## config.mk

```make
export PLATFORM = sky130hd
export DESIGN_NAME = credit_fifo_flat
export DESIGN_NICKNAME = d
export VERILOG_FILES = /design/src/design/jvm_pkg.sv /design/src/design/credit_link.sv /design/src/design/credit_fifo.sv /design/src/flat_wrapper.sv
export SDC_FILE = /design/constraint.sdc
export NUM_CORES = 1
export LEC_CHECK = 0
export BUFFER_PORTS_ARGS = -buffer_cell sky130_fd_sc_hd__clkbuf_2
export CAP_MARGIN = 20
export CORE_MARGIN = 2
export CORE_UTILIZATION = 45
export CTS_CLUSTER_DIAMETER = 50
export DETAILED_ROUTE_END_ITERATION = 10
export PLACE_DENSITY = 0.69
export SETUP_SLACK_MARGIN = 0.1
export SLEW_MARGIN = 20
export SYNTH_ARGS = -nofsm -noshare
export SYNTH_HDL_FRONTEND = slang
export SYNTH_SLANG_ARGS = --single-unit
export TNS_END_PERCENT = 5
```

## constraint.sdc

```tcl
create_clock -name clk -period 2.75 [get_ports clk]
set_input_delay 0.55 -clock clk [delete_from_list [all_inputs] [get_ports clk]]
set_output_delay 0.55 -clock clk [all_outputs]
set_load 0.03 [all_outputs]
```

## src/design/jvm_pkg.sv

```systemverilog
package jvm_pkg;

    // queue sizing, also the credits a sender starts with
    localparam int LINK_DEPTH  = 4;
    localparam int STACK_DEPTH = 16;
    localparam int NUM_LOCALS  = 4;

    // depths are powers of two, pointers wrap on their own
    localparam int LINK_PTR_W = $clog2(LINK_DEPTH);
    localparam int LINK_CNT_W = $clog2(LINK_DEPTH + 1);
    localparam int STK_IDX_W  = $clog2(STACK_DEPTH);
    localparam int SP_W       = $clog2(STACK_DEPTH + 1);
    localparam int LOCAL_W    = $clog2(NUM_LOCALS);

    localparam logic [7:0] OP_NOP       = 8'h00;
    localparam logic [7:0] OP_ICONST_M1 = 8'h02;
    localparam logic [7:0] OP_ICONST_0  = 8'h03;
    localparam logic [7:0] OP_ICONST_1  = 8'h04;
    localparam logic [7:0] OP_ICONST_2  = 8'h05;
    localparam logic [7:0] OP_ICONST_3  = 8'h06;
    localparam logic [7:0] OP_ICONST_4  = 8'h07;
    localparam logic [7:0] OP_ICONST_5  = 8'h08;
    localparam logic [7:0] OP_BIPUSH    = 8'h10;
    localparam logic [7:0] OP_SIPUSH    = 8'h11;
    localparam logic [7:0] OP_ILOAD     = 8'h15;
    localparam logic [7:0] OP_ILOAD_0   = 8'h1a;
    localparam logic [7:0] OP_ILOAD_1   = 8'h1b;
    localparam logic [7:0] OP_ILOAD_2   = 8'h1c;
    localparam logic [7:0] OP_ILOAD_3   = 8'h1d;
    localparam logic [7:0] OP_ISTORE    = 8'h36;
    localparam logic [7:0] OP_ISTORE_0  = 8'h3b;
    localparam logic [7:0] OP_ISTORE_1  = 8'h3c;
    localparam logic [7:0] OP_ISTORE_2  = 8'h3d;
    localparam logic [7:0] OP_ISTORE_3  = 8'h3e;
    localparam logic [7:0] OP_POP       = 8'h57;
    localparam logic [7:0] OP_DUP       = 8'h59;
    localparam logic [7:0] OP_IADD      = 8'h60;
    localparam logic [7:0] OP_ISUB      = 8'h64;
    localparam logic [7:0] OP_IMUL      = 8'h68;
    localparam logic [7:0] OP_IDIV      = 8'h6c;
    localparam logic [7:0] OP_IREM      = 8'h70;
    localparam logic [7:0] OP_INEG      = 8'h74;
    localparam logic [7:0] OP_ISHL      = 8'h78;
    localparam logic [7:0] OP_ISHR      = 8'h7a;
    localparam logic [7:0] OP_IAND      = 8'h7e;
    localparam logic [7:0] OP_IOR       = 8'h80;
    localparam logic [7:0] OP_IXOR      = 8'h82;
    localparam logic [7:0] OP_IINC      = 8'h84;
    localparam logic [7:0] OP_IRETURN   = 8'hac;
    localparam logic [7:0] OP_RETURN    = 8'hb1;

    // codes come straight from opcode bits in the decoder
    typedef enum logic [3:0] {
        alu_add = 4'b0000,
        alu_sub = 4'b0001,
        alu_mul = 4'b0010,
        alu_div = 4'b0011,
        alu_rem = 4'b0100,
        alu_neg = 4'b0101,
        alu_or  = 4'b1000,
        alu_xor = 4'b1001,
        alu_shl = 4'b1100,
        alu_shr = 4'b1101,
        alu_and = 4'b1111
    } alu_op_e;

    typedef enum logic [3:0] {
        k_nop,
        k_push_const,
        k_load,
        k_store,
        k_iinc,
        k_pop,
        k_dup,
        k_alu,
        k_ireturn,
        k_return,
        k_illegal
    } instr_kind_e;

    typedef struct packed {
        instr_kind_e          kind;
        alu_op_e              alu_op;
        logic [1:0]           stack_args;
        logic                 stack_wb;
        logic [LOCAL_W-1:0]   local_idx;
        logic [31:0]          imm;
    } decoded_instr_t;

endpackage

```

## src/design/credit_link.sv

```systemverilog
`timescale 1ns/100ps

// one-way payload link, credits flow back from the receiver
interface credit_link #(
    parameter type payload_t = logic [7:0]
);
    logic     valid;
    payload_t data;
    // one pulse per entry the receiver frees
    logic     credit;

    modport sender (output valid, output data, input credit);
    modport receiver (input valid, input data, output credit);
endinterface

```

## src/design/credit_fifo.sv

```systemverilog
`timescale 1ns/100ps

module credit_fifo
    import jvm_pkg::*;
#(
    parameter type payload_t = logic [7:0]
) (
    input  logic         clk,
    input  logic         rst_n,
    credit_link.receiver up,
    credit_link.sender   down
);

    payload_t              mem [LINK_DEPTH];
    logic [LINK_PTR_W-1:0] wr_ptr;
    logic [LINK_PTR_W-1:0] rd_ptr;
    logic [LINK_CNT_W-1:0] count;
    logic [LINK_CNT_W-1:0] credits;
    logic                  fwd;

    // forward the head whenever the receiver has room for it
    assign fwd        = (count != '0) && (credits != '0);
    assign down.valid = fwd;
    assign down.data  = mem[rd_ptr];
    // each forwarded entry frees a slot upstream
    assign up.credit  = fwd;

    always_ff @(posedge clk) begin
        if (up.valid) begin
            mem[wr_ptr] <= up.data;
        end
    end

    always_ff @(posedge clk or negedge rst_n) begin
        if (!rst_n) begin
            wr_ptr  <= '0;
            rd_ptr  <= '0;
            count   <= '0;
            credits <= LINK_CNT_W'(LINK_DEPTH);
        end else begin
            if (up.valid) begin
                wr_ptr <= wr_ptr + LINK_PTR_W'(1);
            end
            if (fwd) begin
                rd_ptr <= rd_ptr + LINK_PTR_W'(1);
            end
            count   <= count + LINK_CNT_W'(up.valid) - LINK_CNT_W'(fwd);
            credits <= credits - LINK_CNT_W'(fwd) + LINK_CNT_W'(down.credit);
        end
    end

endmodule

```

## src/flat_wrapper.sv

```systemverilog
// flat-port wrapper written by rule: the top's interface ports become plain ports
module credit_fifo_flat import jvm_pkg::*;
#(
    parameter type payload_t = logic [7:0]
)
  (clk, rst_n, up_valid, up_data, up_credit, down_valid, down_data, down_credit);
  credit_link #(.payload_t(payload_t)) up_i ();
  credit_link #(.payload_t(payload_t)) down_i ();
  input  logic clk;
  input  logic rst_n;
  input wire logic [$bits(up_i.valid)-1:0] up_valid;
  input wire logic [$bits(up_i.data)-1:0] up_data;
  output wire logic [$bits(up_i.credit)-1:0] up_credit;
  output wire logic [$bits(down_i.valid)-1:0] down_valid;
  output wire logic [$bits(down_i.data)-1:0] down_data;
  input wire logic [$bits(down_i.credit)-1:0] down_credit;
  assign up_i.valid = up_valid;
  assign up_i.data = up_data;
  assign up_credit = up_i.credit;
  assign down_valid = down_i.valid;
  assign down_data = down_i.data;
  assign down_i.credit = down_credit;
  credit_fifo #(.payload_t(payload_t)) u_core (.clk(clk), .rst_n(rst_n), .up(up_i), .down(down_i));
endmodule
```

Word-level counts from Yosys, hierarchy flattened:

Memory sizes are Yosys's and may differ from the RTL's.
Index checks and enable logic that the tools add are counted.

* register bits after elaboration: 10
* bits in writable memories: 32
* input bits: 12
* output and inout port bits: 10
* logic and storage cells: 16
* memories: 1

Memory list
* u_core.mem: words 4, width 8, rd ports 1, clocked after Yosys merged registers in 0, write ports 1, line credit_fifo.sv:14 `payload_t mem [LINK_DEPTH];`

* add/subtract/negate cells: 6
* multiplexer cells: 2
* reduce and logical (&&, ||, !) cells: 3

Operators with widths (count)
* adder 3 x 1 -> 3 bit: 2
* nonzero test 3 bit: 2
* subtractor 3 x 1 -> 3 bit: 2
* adder 2 x 1 -> 2 bit (second input constant): 2
* 2-to-1 mux 1 bit: 2
* logical AND 1 bit: 1

Longest topological paths before layout:

* depth in word-level cells: 4
* depth in mapped cells: 7
* gate-level depth less buffers: 7

Least setup slack after synthesis:

Ideal clock, no wire load.

* path kind: register to output
* start: register u_core.credits[2]
* end: output port up_credit
* arrival time: 1370 ps
* required time: 2200 ps
* path slack: 830 ps
* cell stages (with the launch flop): 4
* path buffers: 1
* cells stage by stage: dfstp_2 > nor3_2 > nor2_1 > buf_4

* cells in the longest elaborated chain, start to end: 2

Ends and longest elaborated chain
* from (decl): line credit_fifo.sv:18 `logic [LINK_CNT_W-1:0] credits;`
* from (signal assigned): line credit_fifo.sv:39 `credits <= LINK_CNT_W'(LINK_DEPTH);`
* from (signal assigned): line credit_fifo.sv:48 `credits <= credits - LINK_CNT_W'(fwd) + LINK_CNT_W'(down.credit);`
* nonzero test 3 bit: line credit_fifo.sv:22 `assign fwd = (count != '0) && (credits != '0);`
* logical AND 1 bit: line credit_fifo.sv:22
* to (decl): line flat_wrapper.sv:13 `output wire logic [$bits(up_i.credit)-1:0] up_credit;`

No other way between the ends.

Final worst setup path:

* start: register u_core.rd_ptr[0]
* end: output port down_data[2]

* cells in the longest elaborated chain, start to end: 1

Ends and longest elaborated chain
* from (decl): line credit_fifo.sv:16 `logic [LINK_PTR_W-1:0] rd_ptr;`
* from (signal assigned): line credit_fifo.sv:45 `rd_ptr <= rd_ptr + LINK_PTR_W'(1);`
* memory read (4 x 8 bit)
* to (decl): line flat_wrapper.sv:15 `output wire logic [$bits(down_i.data)-1:0] down_data;`

No other way between the ends.

==> flow_metrics.py <==
metrics = {
    "floorplan": {
        "design.portCount": 22,
        "die_area_um2": 4300,
        "row_count": 22,
        "chipWidth_um": 65.6,
        "core-area_um2": 3660,
        "die_h_um": 65.6,
        "start_util_pct": 46.6,
    },
    "clocking": {
        "path_clk_slew_ns": 0.07,
        "clkSinkCount": 42,
        "cts_buffer_depth": 2,
        "cts_made_buffers": 5,
        "clock_latency_ns": 0.28,
        "cts_root_buf": "clkbuf_8",
        "cts_setup_buffers": 0,
        "postCtsHoldBufs": 0,
        "htree_num_levels": 2,
        "tritoncts": "yes",
        "cts_repair_resize_count": 0,
    },
    "synth": {
        "synth_compound_area_share_pct": 0.293,
        "synth.largest_area_cell": "edfxtp_1",
        "synth_fp_nets": 108,
        "async_flop_share_pct": 23.8,
        "synth_seq_cells": 42,
        "synthFlopType": "edfxtp_1",
        "yosysSeqAreaShare_pct": 71.1,
        "yosys-top-cells-area": "edfxtp_1 (56%), dfrtp_1 (13%), mux4_2 (11%)",
        "synth.distinct_cells": 19,
        "yosysMostFrequentCell": "edfxtp_1",
        "synth_edf_count": 32,
        "ys_warn_count": 0,
        "syn_area_um2": 1710,
        "yosys.area_share.xor_xnor_pct": 3.60,
        "netlist_top_cells_count": "edfxtp_1 (32), dfrtp_1 (9), mux4_2 (8)",
        "yosys.area_share.simple_pct": 5.43,
        "synth_top_area_share_pct": 56.3,
        "syn_avg_cell_area_um2": 19.4,
        "synth_top_family_by_area": "multiplexers",
        "syn_inst": 88,
        "synth_fa_ha_area_share_pct": 6.75,
        "synth_mux_area_share_pct": 10.6,
    },
    "drt": {
        "drc": 0,
        "vias_per_cell": 5.03,
        "vias": 815,
        "ant_nets": 0,
        "wl_per_cell_um": 14.5,
        "finalWirelength_um": 2350,
        "drt_iter0_drc": 31,
        "dr.pass1.iters": 4,
    },
    "critical_path": {
        "end_kind": "output pin",
        "crit_path_max_incr_delay_ns": 0.71,
        "slowest_stage": "dfrtp_1",
        "critPathMaxFanout": 10,
        "criticalPathCategory": "flip-flop to output pin",
        "critPathArrivalTime_ns": 1.78,
        "crit_chain": "mux4_2, clkbuf_2",
        "critPathLaunchType": "flip-flop",
        "crit_required_ns": 2.20,
    },
    "finish": {
        "final_util_pct": 53.3,
        "final_nets": 133,
        "multi_input_area_um2": 454,
        "ff_latch_area_um2": 1210,
        "antenna_cells": 0,
        "areaGrowthSynthToFinish_pct": 14.5,
        "final_layout_size_suffix_gt1_share_pct": 34.2,
        "nFillCells": 297,
    },
    "timing": {
        "finalMaxSlewViolations": 0,
        "min_period_over_period_pct": 84.7,
        "slew_headroom_pct": 61.5,
        "fin_ws_ns": 0.421,
        "tightest_slew_ns": 0.577,
        "max_freq_mhz": 429,
        "holdWs_ns": 0.116,
        "grt_setup_unrepaired": "no",
        "fin_tns_setup_ns": 0,
        "hold_violations": 0,
        "period_needed_ns": 2.33,
        "finalClockSkew_ns": 0.00559,
        "setup_viol": 0,
    },
    "grt": {
        "globalRouteOverflowTotal": 0,
        "groute.usage.overall_pct": 13.1,
        "grt_pass1_wl_um": 3940,
        "grt_pass1_vias": 850,
        "grt_max_degree": 13,
        "antenna_found_initial": 0,
    },
    "worst_hold_path": {
        "hp-class": "primary input to async pin",
    },
    "place": {
        "io_buffers": 21,
        "dp_slack_ns": 0.685,
        "finalWeightedCongestion": 0.638,
        "dp_hpwl_um": 1610,
    },
    "power": {
        "ir_drop_uv": 790,
        "power.density_nw_per_um2": 1180,
        "leakage_nw": 0.750,
    },
    "status": {
        "status": "finished, final reports clean",
    },
    "job": {
        "maxCapViolCount": 0,
    },
}
==> through the flow <==
step / std cells / cell area, µm² / total power [mW]
after floorplan: 88 / 1710 / 1.69
after global placement: 154 / 1850 / 1.84
after detailed placement: 154 / 1850 / 1.88
after CTS: 162 / 1950 / 2.35
after global routing: 162 / 1950 / 2.46
final: 162 / 1950 / 2.30
==> layer usage <==
layer	global-route usage (%)	part of all wire (%)	up-vias
li1	-	-	376
met1	16.9	42	411
met2	20.0	51	23
met3	3.60	5.6	5
met4	7.81	2.0	0
met5	0	0	-
==> cells by family after synthesis <==
group | after synthesis
buffers and inverters | 7
muxes | 8
DFF | 42
AOI/OAI and AO/OA | 1
and+or+nand+nor | 15
adders and majority gates | 8
xor gates and xnor gates | 7
==> state kept, by name, summed over array words and instances, names as in the netlist <==
register        cells
u_core.mem         32
u_core.count        3
u_core.credits      3
u_core.rd_ptr       2
u_core.wr_ptr       2
==> area by class of cell <==
class / instances / area share (%)
Clock buffer: 7 / 3.91
Clock inverter: 1 / 1.54
Timing Repair Buffer: 21 / 5.38
Tap cell: 48 / 3.07
Multi-Input combinational cell: 39 / 23.3
Inverter: 4 / 0.769
Sequential cell: 42 / 62.1
==> worst max-delay path: cells and delay by family (launching register included) <==
| kind | cells | cell delay, ns |
|---|---|---|
| muxes | 1 | 0.58 |
| DFF | 1 | 0.71 |
| buffers and inverters | 1 | 0.20 |
==> worst paths after layout <==
path	from	endpoint	slack, ns	cells past startpoint
max reg2reg	u_core.credits[1]	u_core.credits[2]	0.74	7
min in group clk	up_data[0]	u_core.mem[0][0]	0.48	1
max in group asynchronous	rst_n	u_core.credits[2]	2.37	1
min	rst_n	u_core.credits[0]	0.12	1
max	u_core.rd_ptr[0]	down_data[2]	0.42	2
min reg2reg	u_core.count[2]	u_core.count[2]	0.50	1
==> power breakdown <==
group	internal [mW]	leakage, nW	switching, mW
clock network	0.271	0.0524	0.189
logic	0.348	0.288	0.475
registers	0.876	0.410	0.144
==> placed cells by master, fill, tap and decap left out <==
cell / netlist / layout
o21ai_0: 1 / 1
xnor2_1: 2 / 2
fa_1: 2 / 2
nor3_2: 2 / 2
mux4_2: 8 / 8
clkbuf_2: 1 / 21
dfstp_2: 1 / 1
xor2_1: 5 / 5
clkbuf_1: 0 / 2
or3_1: 2 / 2
bufinv_16: 0 / 1
nor3b_2: 1 / 1
nand2_1: 5 / 5
ha_1: 6 / 6
clkbuf_8: 0 / 5
inv_1: 4 / 4
nor2_1: 1 / 1
dfrtp_1: 9 / 9
edfxtp_1: 32 / 32
and2_1: 4 / 4
(Power assumes the default switching activity.)
