## src/design/jvm_pkg.sv

```systemverilog
package jvm_pkg;

    // queue sizing, also the credits a sender starts with
    localparam int LINK_DEPTH  = 4;
    localparam int STACK_DEPTH = 16;
    localparam int NUM_LOCALS  = 4;

    // depths are powers of two, pointers wrap on their own
    localparam int LINK_PTR_W = $clog2(LINK_DEPTH);
    localparam int LINK_CNT_W = $clog2(LINK_DEPTH + 1);
    localparam int STK_IDX_W  = $clog2(STACK_DEPTH);
    localparam int SP_W       = $clog2(STACK_DEPTH + 1);
    localparam int LOCAL_W    = $clog2(NUM_LOCALS);

    localparam logic [7:0] OP_NOP       = 8'h00;
    localparam logic [7:0] OP_ICONST_M1 = 8'h02;
    localparam logic [7:0] OP_ICONST_0  = 8'h03;
    localparam logic [7:0] OP_ICONST_1  = 8'h04;
    localparam logic [7:0] OP_ICONST_2  = 8'h05;
    localparam logic [7:0] OP_ICONST_3  = 8'h06;
    localparam logic [7:0] OP_ICONST_4  = 8'h07;
    localparam logic [7:0] OP_ICONST_5  = 8'h08;
    localparam logic [7:0] OP_BIPUSH    = 8'h10;
    localparam logic [7:0] OP_SIPUSH    = 8'h11;
    localparam logic [7:0] OP_ILOAD     = 8'h15;
    localparam logic [7:0] OP_ILOAD_0   = 8'h1a;
    localparam logic [7:0] OP_ILOAD_1   = 8'h1b;
    localparam logic [7:0] OP_ILOAD_2   = 8'h1c;
    localparam logic [7:0] OP_ILOAD_3   = 8'h1d;
    localparam logic [7:0] OP_ISTORE    = 8'h36;
    localparam logic [7:0] OP_ISTORE_0  = 8'h3b;
    localparam logic [7:0] OP_ISTORE_1  = 8'h3c;
    localparam logic [7:0] OP_ISTORE_2  = 8'h3d;
    localparam logic [7:0] OP_ISTORE_3  = 8'h3e;
    localparam logic [7:0] OP_POP       = 8'h57;
    localparam logic [7:0] OP_DUP       = 8'h59;
    localparam logic [7:0] OP_IADD      = 8'h60;
    localparam logic [7:0] OP_ISUB      = 8'h64;
    localparam logic [7:0] OP_IMUL      = 8'h68;
    localparam logic [7:0] OP_IDIV      = 8'h6c;
    localparam logic [7:0] OP_IREM      = 8'h70;
    localparam logic [7:0] OP_INEG      = 8'h74;
    localparam logic [7:0] OP_ISHL      = 8'h78;
    localparam logic [7:0] OP_ISHR      = 8'h7a;
    localparam logic [7:0] OP_IAND      = 8'h7e;
    localparam logic [7:0] OP_IOR       = 8'h80;
    localparam logic [7:0] OP_IXOR      = 8'h82;
    localparam logic [7:0] OP_IINC      = 8'h84;
    localparam logic [7:0] OP_IRETURN   = 8'hac;
    localparam logic [7:0] OP_RETURN    = 8'hb1;

    // codes come straight from opcode bits in the decoder
    typedef enum logic [3:0] {
        alu_add = 4'b0000,
        alu_sub = 4'b0001,
        alu_mul = 4'b0010,
        alu_div = 4'b0011,
        alu_rem = 4'b0100,
        alu_neg = 4'b0101,
        alu_or  = 4'b1000,
        alu_xor = 4'b1001,
        alu_shl = 4'b1100,
        alu_shr = 4'b1101,
        alu_and = 4'b1111
    } alu_op_e;

    typedef enum logic [3:0] {
        k_nop,
        k_push_const,
        k_load,
        k_store,
        k_iinc,
        k_pop,
        k_dup,
        k_alu,
        k_ireturn,
        k_return,
        k_illegal
    } instr_kind_e;

    typedef struct packed {
        instr_kind_e          kind;
        alu_op_e              alu_op;
        logic [1:0]           stack_args;
        logic                 stack_wb;
        logic [LOCAL_W-1:0]   local_idx;
        logic [31:0]          imm;
    } decoded_instr_t;

endpackage

```

## src/design/credit_link.sv

```systemverilog
`timescale 1ns/100ps

// one-way payload link, credits flow back from the receiver
interface credit_link #(
    parameter type payload_t = logic [7:0]
);
    logic     valid;
    payload_t data;
    // one pulse per entry the receiver frees
    logic     credit;

    modport sender (output valid, output data, input credit);
    modport receiver (input valid, input data, output credit);
endinterface

```

## src/design/bytecode_decoder.sv

```systemverilog
`timescale 1ns/100ps

module bytecode_decoder
    import jvm_pkg::*;
(
    input  logic [7:0]     opcode,
    output logic [1:0]     arg_count,
    output decoded_instr_t base
);

    always_comb begin
        base      = '0;
        arg_count = 2'd0;
        case (opcode)
            OP_NOP: begin
                base.kind = k_nop;
            end
            OP_ICONST_M1, OP_ICONST_0, OP_ICONST_1, OP_ICONST_2,
            OP_ICONST_3, OP_ICONST_4, OP_ICONST_5: begin
                // opcode minus 3, so 0x02 wraps to -1
                base.kind     = k_push_const;
                base.stack_wb = 1'b1;
                base.imm      = 32'(opcode) - 32'd3;
            end
            OP_BIPUSH, OP_SIPUSH: begin
                // sipush is the odd one and takes two bytes
                base.kind     = k_push_const;
                base.stack_wb = 1'b1;
                arg_count     = opcode[0] ? 2'd2 : 2'd1;
            end
            OP_ILOAD: begin
                base.kind     = k_load;
                base.stack_wb = 1'b1;
                arg_count     = 2'd1;
            end
            OP_ILOAD_0, OP_ILOAD_1, OP_ILOAD_2, OP_ILOAD_3: begin
                base.kind      = k_load;
                base.stack_wb  = 1'b1;
                base.local_idx = opcode[LOCAL_W-1:0] - LOCAL_W'(2);
            end
            OP_ISTORE: begin
                base.kind       = k_store;
                base.stack_args = 2'd1;
                arg_count       = 2'd1;
            end
            OP_ISTORE_0, OP_ISTORE_1, OP_ISTORE_2, OP_ISTORE_3: begin
                base.kind       = k_store;
                base.stack_args = 2'd1;
                base.local_idx  = opcode[LOCAL_W-1:0] - LOCAL_W'(3);
            end
            OP_POP: begin
                base.kind       = k_pop;
                base.stack_args = 2'd1;
            end
            OP_DUP: begin
                // top is read in place, one copy pushed
                base.kind     = k_dup;
                base.stack_wb = 1'b1;
            end
            OP_IADD, OP_ISUB, OP_IMUL, OP_IDIV, OP_IREM, OP_INEG: begin
                base.kind       = k_alu;
                base.alu_op     = alu_op_e'({opcode[7], opcode[4], opcode[3], opcode[2]});
                base.stack_args = (opcode == OP_INEG) ? 2'd1 : 2'd2;
                base.stack_wb   = 1'b1;
            end
            OP_ISHL, OP_ISHR, OP_IAND: begin
                base.kind       = k_alu;
                base.alu_op     = alu_op_e'({~opcode[7], opcode[4], opcode[2], opcode[1]});
                base.stack_args = 2'd2;
                base.stack_wb   = 1'b1;
            end
            OP_IOR, OP_IXOR: begin
                base.kind       = k_alu;
                base.alu_op     = alu_op_e'({opcode[7], opcode[4], opcode[2], opcode[1]});
                base.stack_args = 2'd2;
                base.stack_wb   = 1'b1;
            end
            OP_IINC: begin
                base.kind = k_iinc;
                arg_count = 2'd2;
            end
            OP_IRETURN: begin
                base.kind       = k_ireturn;
                base.stack_args = 2'd1;
            end
            OP_RETURN: begin
                base.kind = k_return;
            end
            default: begin
                base.kind = k_illegal;
            end
        endcase
    end

endmodule

```

## src/design/instr_assembler.sv

```systemverilog
`timescale 1ns/100ps

module instr_assembler
    import jvm_pkg::*;
(
    input  logic         clk,
    input  logic         rst_n,
    credit_link.receiver bytes_in,
    credit_link.sender   instr_out
);

    logic [7:0]            rx_mem [LINK_DEPTH];
    logic [LINK_PTR_W-1:0] rx_wr, rx_rd;
    logic [LINK_CNT_W-1:0] rx_cnt;
    logic [7:0]            head;
    logic                  take;
    logic                  stall;
    logic                  emit;
    logic [1:0]            dec_args;
    decoded_instr_t        dec_base;
    logic                  collecting;
    logic [1:0]            need_q;
    logic [7:0]            op_q;
    logic [7:0]            arg_hi_q;
    decoded_instr_t        base_q;
    logic                  done;
    decoded_instr_t        done_instr;
    logic                  pend_q;
    decoded_instr_t        pend_instr;
    logic [LINK_CNT_W-1:0] icred;

    // argument bytes arrive most significant first
    function automatic decoded_instr_t finish(logic [7:0] op, decoded_instr_t b,
                                              logic [15:0] args);
        decoded_instr_t r;
        r = b;
        case (op)
            OP_BIPUSH: r.imm = {{24{args[7]}}, args[7:0]};
            OP_SIPUSH: r.imm = {{16{args[15]}}, args};
            OP_ILOAD, OP_ISTORE: r.local_idx = args[LOCAL_W-1:0];
            OP_IINC: begin
                r.local_idx = args[8 +: LOCAL_W];
                r.imm       = {{24{args[7]}}, args[7:0]};
            end
            default: r = b;
        endcase
        return r;
    endfunction

    bytecode_decoder u_decoder (
        .opcode    (head),
        .arg_count (dec_args),
        .base      (dec_base)
    );

    assign head  = rx_mem[rx_rd];
    // a finished instruction with no credit blocks further bytes
    assign stall = pend_q && (icred == '0);
    assign emit  = pend_q && (icred != '0);
    assign take  = (rx_cnt != '0) && !stall;
    assign done  = take && (collecting ? (need_q == 2'd1) : (dec_args == 2'd0));
    assign done_instr = collecting ? finish(op_q, base_q, {arg_hi_q, head}) : dec_base;

    assign bytes_in.credit = take;
    assign instr_out.valid = emit;
    assign instr_out.data  = pend_instr;

    always_ff @(posedge clk) begin
        if (bytes_in.valid) begin
            rx_mem[rx_wr] <= bytes_in.data;
        end
        if (take && !collecting) begin
            op_q   <= head;
            base_q <= dec_base;
        end
        if (take && collecting) begin
            arg_hi_q <= head;
        end
        if (done) begin
            pend_instr <= done_instr;
        end
    end

    always_ff @(posedge clk or negedge rst_n) begin
        if (!rst_n) begin
            rx_wr      <= '0;
            rx_rd      <= '0;
            rx_cnt     <= '0;
            collecting <= 1'b0;
            need_q     <= 2'd0;
            pend_q     <= 1'b0;
            icred      <= LINK_CNT_W'(LINK_DEPTH);
        end else begin
            if (bytes_in.valid) begin
                rx_wr <= rx_wr + LINK_PTR_W'(1);
            end
            if (take) begin
                rx_rd <= rx_rd + LINK_PTR_W'(1);
                if (!collecting) begin
                    need_q     <= dec_args;
                    collecting <= (dec_args != 2'd0);
                end else begin
                    need_q     <= need_q - 2'd1;
                    collecting <= (need_q != 2'd1);
                end
            end
            rx_cnt <= rx_cnt + LINK_CNT_W'(bytes_in.valid) - LINK_CNT_W'(take);
            pend_q <= done || (pend_q && !emit);
            icred  <= icred - LINK_CNT_W'(emit) + LINK_CNT_W'(instr_out.credit);
        end
    end

endmodule

```

## src/flat_wrapper.sv

```systemverilog
// flat-port wrapper written by rule: the top's interface ports become plain ports
module instr_assembler_flat import jvm_pkg::*;
  (clk, rst_n, bytes_in_valid, bytes_in_data, bytes_in_credit, instr_out_valid, instr_out_data, instr_out_credit);
  credit_link bytes_in_i ();
  credit_link instr_out_i ();
  input  logic clk;
  input  logic rst_n;
  input wire logic [$bits(bytes_in_i.valid)-1:0] bytes_in_valid;
  input wire logic [$bits(bytes_in_i.data)-1:0] bytes_in_data;
  output wire logic [$bits(bytes_in_i.credit)-1:0] bytes_in_credit;
  output wire logic [$bits(instr_out_i.valid)-1:0] instr_out_valid;
  output wire logic [$bits(instr_out_i.data)-1:0] instr_out_data;
  input wire logic [$bits(instr_out_i.credit)-1:0] instr_out_credit;
  assign bytes_in_i.valid = bytes_in_valid;
  assign bytes_in_i.data = bytes_in_data;
  assign bytes_in_credit = bytes_in_i.credit;
  assign instr_out_valid = instr_out_i.valid;
  assign instr_out_data = instr_out_i.data;
  assign instr_out_i.credit = instr_out_credit;
  instr_assembler u_core (.clk(clk), .rst_n(rst_n), .bytes_in(bytes_in_i), .instr_out(instr_out_i));
endmodule
```

## config.mk

```make
export PLATFORM = sky130hd
export DESIGN_NAME = instr_assembler_flat
export DESIGN_NICKNAME = d
export VERILOG_FILES = /design/src/design/jvm_pkg.sv /design/src/design/credit_link.sv /design/src/design/bytecode_decoder.sv /design/src/design/instr_assembler.sv /design/src/flat_wrapper.sv
export SDC_FILE = /design/constraint.sdc
export NUM_CORES = 1
export LEC_CHECK = 0
export ABC_AREA = 1
export ABC_CLOCK_PERIOD_IN_PS = 5500
export BUFFER_PORTS_ARGS = -buffer_cell sky130_fd_sc_hd__buf_2
export CORE_ASPECT_RATIO = 1.2
export CORE_MARGIN = 2
export CORE_UTILIZATION = 50
export DETAILED_ROUTE_END_ITERATION = 16
export GPL_TIMING_DRIVEN = 0
export HOLD_SLACK_MARGIN = 0.05
export PLACE_DENSITY = 0.7
export SYNTH_ARGS = -nofsm -noshare
export SYNTH_HDL_FRONTEND = slang
export SYNTH_SLANG_ARGS = --single-unit
```

## constraint.sdc

```tcl
create_clock -name clk -period 5.5 [get_ports clk]
set_input_delay 0.825 -clock clk [delete_from_list [all_inputs] [get_ports clk]]
set_output_delay 0.825 -clock clk [all_outputs]
set_load 0.03 [all_outputs]
```

Yosys cells after proc, flatten, opt, wreduce, memory -nomap -nowiden
Memory sizes are Yosys's and may differ from the RTL's.
Index checks and enable logic that the tools add are counted.
{"block": "word_totals", "regBits": 38, "mem_bits_rw": 32, "inputBits": 12, "output_inout_bits": 10, "word_cells": 65, "memories": 1}
{"block": "op_classes", "n_addsub": 8, "eq_ne": 17, "mux": 10, "n_reduce_logical": 19}
{"name": "u_core.rx_mem", "words": 4, "word_bits": 8, "read_ports": 1, "rd_ports_with_merged_regs": 0, "write_ports": 1, "line": "instr_assembler.sv:12", "source": "logic [7:0] rx_mem [LINK_DEPTH];"}
{"operator": "== test 8 x 5 -> 1 bit, second input constant", "n": 5}
{"operator": "== test 8 x 3 -> 1 bit, second input constant", "n": 4}
{"operator": "== test 8 x 2 -> 1 bit, second input constant", "n": 2}
{"operator": "== test 8 bit, second input constant", "n": 2}
{"operator": "2-to-1 mux 8 bit", "n": 2}
{"operator": "one-hot mux 8 bit (2 select lines)", "n": 1}
{"operator": "== test 8 x 4 -> 1 bit, second input constant", "n": 1}
{"operator": "== test 8 x 6 -> 1 bit, second input constant", "n": 1}
{"operator": "subtractor 8 x 2 -> 8 bit, second input constant", "n": 1}
{"operator": "OR reduction 7 bit", "n": 1}
{"operator": "adder 3 x 1 -> 3 bit", "n": 2}
{"operator": "logical AND 1 bit", "n": 6}
{"operator": "one-hot mux 2 bit (3 select lines)", "n": 1}
{"operator": "nonzero test 3 bit", "n": 2}
{"operator": "OR reduction 2 bit", "n": 3}
{"operator": "subtractor 3 x 1 -> 3 bit", "n": 2}
{"operator": "adder 2 x 1 -> 2 bit, second input constant", "n": 2}
{"operator": "2-to-1 mux 1 bit", "n": 4}
{"operator": "2-to-1 mux 2 bit", "n": 2}
{"operator": "logical NOT 1 bit", "n": 3}
{"operator": "logical NOT 3 bit", "n": 1}
{"operator": "== test 2 x 1 -> 1 bit, second input constant", "n": 1}
{"operator": "logical NOT 2 bit", "n": 1}
{"operator": "!= test 2 x 1 -> 1 bit, second input constant", "n": 1}
{"operator": "3 further kinds", "n": 3}

Longest topological paths before layout
An unclocked memory read counts as a cell.
{"block": "depth", "depth_word": 8, "depth_mapped": 16, "depth_no_buf": 14}

By module
Synthesis repeated with hierarchy kept, for this count alone.
{"block": "unflattened", "hier_cells": 464, "hier_area_um2": 4202.8}
{"mod": "instr_assembler", "instances": 1, "cells_per_inst": 282, "area_per_inst_um2": 3146.8, "seq_area_each_um2": 2033.2}
{"mod": "bytecode_decoder", "instances": 1, "cells_per_inst": 182, "area_per_inst_um2": 1056.0, "seq_area_each_um2": 0.0}

Worst setup path after synthesis
Ideal clock, no wire load.
{"block": "synth_timing", "kind": "flip-flop to flip-flop", "from": "register u_core.icred[2]", "to": "register u_core.icred[2]", "setup_ps": 75, "t_arrival_ps": 2386, "required_ps": 5425, "slack_ps": 3040, "stages_incl_launch_ff": 10, "path_buffers": 0, "synth_period_minus_slack_ps": 2460, "cell_sequence": "dfstp_2 > inv_1 > a31oi_1 > ha_1 > inv_1 > ha_1 > inv_1 > fa_1 > xnor2_1 > xor2_1"}
{"block": "synth_via", "elab_chain_len": 4}
{"element": "start, declared", "line": "instr_assembler.sv:30", "source": "logic [LINK_CNT_W-1:0] icred;"}
{"element": "start signal, assigned", "line": "instr_assembler.sv:92", "source": "icred <= LINK_CNT_W'(LINK_DEPTH);"}
{"element": "start signal, assigned", "line": "instr_assembler.sv:109", "source": "icred <= icred - LINK_CNT_W'(emit) + LINK_CNT_W'(instr_out.credit);"}
{"element": "nonzero test 3 bit", "line": "instr_assembler.sv:59", "source": "assign emit = pend_q && (icred != '0);"}
{"element": "logical AND 1 bit", "line": "instr_assembler.sv:59"}
{"element": "net instr_out_valid", "line": "flat_wrapper.sv:11", "source": "output wire logic [$bits(instr_out_i.valid)-1:0] instr_out_valid;"}
{"element": "subtractor 3 x 1 -> 3 bit", "line": "instr_assembler.sv:109"}
{"element": "adder 3 x 1 -> 3 bit", "line": "instr_assembler.sv:109"}
The timed path passes the listed nets, and every way through them passes these cells.
A chain may end at the register's enable or synchronous reset.

Worst setup path after layout
{"block": "layout_timing", "from": "register u_core.rx_rd[0]", "to": "register u_core.pend_instr (netlist bit u_core.instr_out.data[4]) (enable)"}
{"block": "layout_via", "elab_chain_len": 7, "elab_cells_between_ends": 13, "cone_classes": "eq/ne (5); mux (3); reduce/logical (4); memory (1)"}
{"element": "start, declared", "line": "instr_assembler.sv:13", "source": "logic [LINK_PTR_W-1:0] rx_wr, rx_rd;"}
{"element": "start signal, assigned", "line": "instr_assembler.sv:98", "source": "rx_rd <= rx_rd + LINK_PTR_W'(1);"}
{"element": "memory read (4 x 8 bit) (*)"}
{"element": "net u_core.head[1]", "line": "instr_assembler.sv:15", "source": "logic [7:0] head;"}
{"element": "== test 8 x 6 -> 1 bit or == test 8 x 5 -> 1 bit (tied branches)", "line": "bytecode_decoder.sv:14", "source": "case (opcode)"}
{"element": "OR reduction 2 bit (no source line)"}
{"element": "one-hot mux 2 bit (3 select lines) (*)", "line": "bytecode_decoder.sv:14"}
{"element": "logical NOT 2 bit (*)", "line": "instr_assembler.sv:61", "source": "assign done = take && (collecting ? (need_q == 2'd1) : (dec_args == 2'd0));"}
{"element": "2-to-1 mux 1 bit (*)", "line": "instr_assembler.sv:61"}
{"element": "logical AND 1 bit (*)", "line": "instr_assembler.sv:61"}
{"element": "net u_core.done", "line": "instr_assembler.sv:26", "source": "logic done;"}
{"element": "end signal, assigned", "line": "instr_assembler.sv:80", "source": "pend_instr <= done_instr;"}
{"element": "end, declared", "line": "instr_assembler.sv:29", "source": "decoded_instr_t pend_instr;"}
The timed path passes the listed nets; every way through them passes the cells marked *.

==> flow_metrics.env <==
export IMPL_status="completed"
export IMPL_yosysUniqueCellTypes=33
export IMPL_worstSetupStartpointType="flop"
export IMPL_synth_area_leaders="edfxtp_1 51%, dfrtp_1 9.8%, nand2_1 7.0%"
export IMPL_finClkSkew_ps=11.1
export IMPL_grt_pass1_vias=2040
export IMPL_r2r_end="u_core.instr_out.data[4]"
export IMPL_route_top_layer_used="met4"
export IMPL_r2r_start="u_core.rx_rd[0]"
export IMPL_r2r_setup_slack_ps=2870
export IMPL_cp_max_fo=10
export IMPL_clk_pin_slew_ps=80
export IMPL_ir_worst_vdd_mv=0.285
export IMPL_final_cell_mix="62 x nand2_1, 56 x edfxtp_1, 42 x inv_1"
export IMPL_cts_repair_resized=0
export IMPL_seq_area_frac_synth=0.613
export IMPL_hold_violations=0
export IMPL_num_vias=2097
export IMPL_ys_seq_elements=70
export IMPL_cts_tree="yes"
export IMPL_syn_area_per_cell_um2=11.0
export IMPL_ys_flop_type="edfxtp_1"
export IMPL_synth_edff_count=56
export IMPL_die_h_um=93.2
export IMPL_routabilityCongestion=0.774
export IMPL_postCtsHoldBufs=0
export IMPL_routed_wl_um=5610
export IMPL_min_period_over_period=0.477
export IMPL_synth_top_area_frac=0.507
export IMPL_drtIter0Drc=95
export IMPL_setup_slack_ps=2870
export IMPL_tightest_slew_ps=794
export IMPL_netlist_area_um2=3320
export IMPL_cts_made_buffers=9
export IMPL_grtUsageTotal=0.174
export IMPL_first_pass_iters=4
export IMPL_rsz0062_at_grt="false"
export IMPL_fmax_mhz=381
export IMPL_critPathRequiredTime_ps=5520
export IMPL_grt_max_degree=17
export IMPL_cts_root_buffer="clkbuf_8"
export IMPL_cap_violations=0
export IMPL_yosysWarnings=0
export IMPL_setup_viol=0
export IMPL_layout_drive_gt1_share=0.189
export IMPL_synth_top_area_cell="edfxtp_1"
export IMPL_place_ws_ps=2910
export IMPL_critPathCaptureType="flop"
export IMPL_wl_per_cell_um=13.3
export IMPL_m1WireLength_um=2280
export IMPL_port_buffers=21
export IMPL_arrival_ps=2640
export IMPL_routed_wl_met3_um=200
export IMPL_power_total_w=0.00242
export IMPL_areaGrowthSynthToFinish_pct=12.6
export IMPL_synthArstFlopShare=0.200
export IMPL_drc=0
export IMPL_dp_hpwl_um=3940
export IMPL_initial_core_util=0.518
export IMPL_relSlewSlack=0.470
export IMPL_ctsHtreeMaxLevel=3
export IMPL_holdWs_ps=361
export IMPL_grt_overflow_total=0
export IMPL_p_per_area_nw_per_um2=648
export IMPL_synth_cells=301
export IMPL_synth_fp_nets=328
export IMPL_std_cell_rows=32
export IMPL_n_antenna_cell=0
export IMPL_layout_commonest_cell="nand2_1"
export IMPL_dieArea_um2=7300
export IMPL_coreArea_um2=6410
export IMPL_ios=22
export IMPL_ant_nets=0
export IMPL_leakagePower_nw=1.68
export IMPL_slew_violations=0
export IMPL_cts_sinks=70
export IMPL_clk_latency_ps=340
export IMPL_period_minus_slack_ps=2630
export IMPL_post_cts_buffers=0
export IMPL_hold_path_class="in -> async"
export IMPL_fin_tns_setup_ps=0
export IMPL_die_w_um=78.4
export IMPL_rr_worst_depth=15
export IMPL_final_util=0.583
export IMPL_clock_path_buffers=2
export IMPL_critical_path_class="reg -> reg"
export IMPL_vias_per_cell=4.96
export IMPL_grt_pass1_wl_um=9320
export IMPL_antenna_found_initial=0
export IMPL_nNetsFinal=360
export IMPL_wl_met2_um=3020
[flip-flops by register name (all words and copies together), names as in the netlist]
signal                 cells
u_core.base_q              8
u_core.collecting          1
u_core.icred               3
u_core.instr_out.data      8
u_core.need_q              2
u_core.op_q                8
u_core.pend_q              1
u_core.rx_cnt              3
u_core.rx_mem             32
u_core.rx_rd               2
u_core.rx_wr               2
[synth_stat cells, types with 2 or more instances]
| cell | number |
|---|---|
| nand2_4 | 3 |
| buf_6 | 2 |
| xnor2_1 | 2 |
| o211ai_1 | 4 |
| o21ai_0 | 11 |
| nand3_1 | 14 |
| inv_2 | 3 |
| fa_1 | 2 |
| edfxtp_1 | 56 |
| clkbuf_1 | 2 |
| inv_1 | 42 |
| nor2_1 | 21 |
| xor2_1 | 6 |
| a22oi_1 | 2 |
| nand4_1 | 4 |
| dfrtp_1 | 13 |
| nand2_2 | 8 |
| nor2_2 | 2 |
| nand3_2 | 4 |
| nor3_1 | 5 |
| a21oi_1 | 10 |
| nand2_1 | 62 |
| ha_1 | 13 |
[where the power goes]
part	internal (W)	total, W	switching (W)
logic	0.000338	0.00109	0.000747
registers	0.000832	0.000905	0.0000731
clock network	0.000253	0.000432	0.000179
total	0.00142	0.00242	0.00100
[metrics by stage]
step | instances | cell area [um2]
final | 423 | 3740
after global routing | 423 | 3740
after CTS | 423 | 3730
after detailed placement | 407 | 3530
after global placement | 407 | 3530
after floorplan | 301 | 3320
[critical path, stage by stage (launching register included)]
cell,delay (ps)
dfrtp_1,420
inv_2,70
buf_6,140
buf_8,140
nand2_1,50
o211ai_1,80
nand2_1,240
inv_1,140
ha_1,250
nor2_1,100
nor2_1,60
nand3_1,70
nand3_1,70
nand2_1,90
nand3_2,100
inv_1,260
[kinds of logic after synthesis]
family,after synthesis,synth area share
and+or+nand+nor,125,0.180
DFF,70,0.613
buffers and inverters,53,0.0694
AOI/OAI and AO/OA,30,0.0558
adders and majority gates,15,0.0611
xor gates and xnor gates,8,0.0211
[worst max path at each step]
stage | from | endpoint | slack (ps) | depth (start not counted)
CTS | u_core.rx_rd[0] | u_core.instr_out.data[4] | 2890 | 15
global placement | u_core.rx_rd[0] | u_core.instr_out.data[5] | 2960 | 15
global route | u_core.rx_rd[0] | u_core.instr_out.data[4] | 2650 | 15
floorplan | u_core.icred[2] | u_core.icred[2] | 3040 | 9
detailed placement | u_core.rx_rd[0] | u_core.instr_out.data[5] | 2910 | 15
finish | u_core.rx_rd[0] | u_core.instr_out.data[4] | 2870 | 15
[per-layer routing]
layer,vias to the layer above,GRT usage
met2,39,0.323
li1,1057,-
met1,990,0.184
met3,11,0.0463
met5,-,0
met4,0,0.0760
[area by class of cell]
type	count	area, um2
plain buffers	7	57.6
clock buffers	11	131
clock inverters	5	73.8
fillers	572	2670
inverters	46	173
multi-input cells	178	1060
flip-flops and latches	70	2030
well taps	85	106
repair buffers	21	105
No activity file was read; power rests on OpenSTA's default activity.
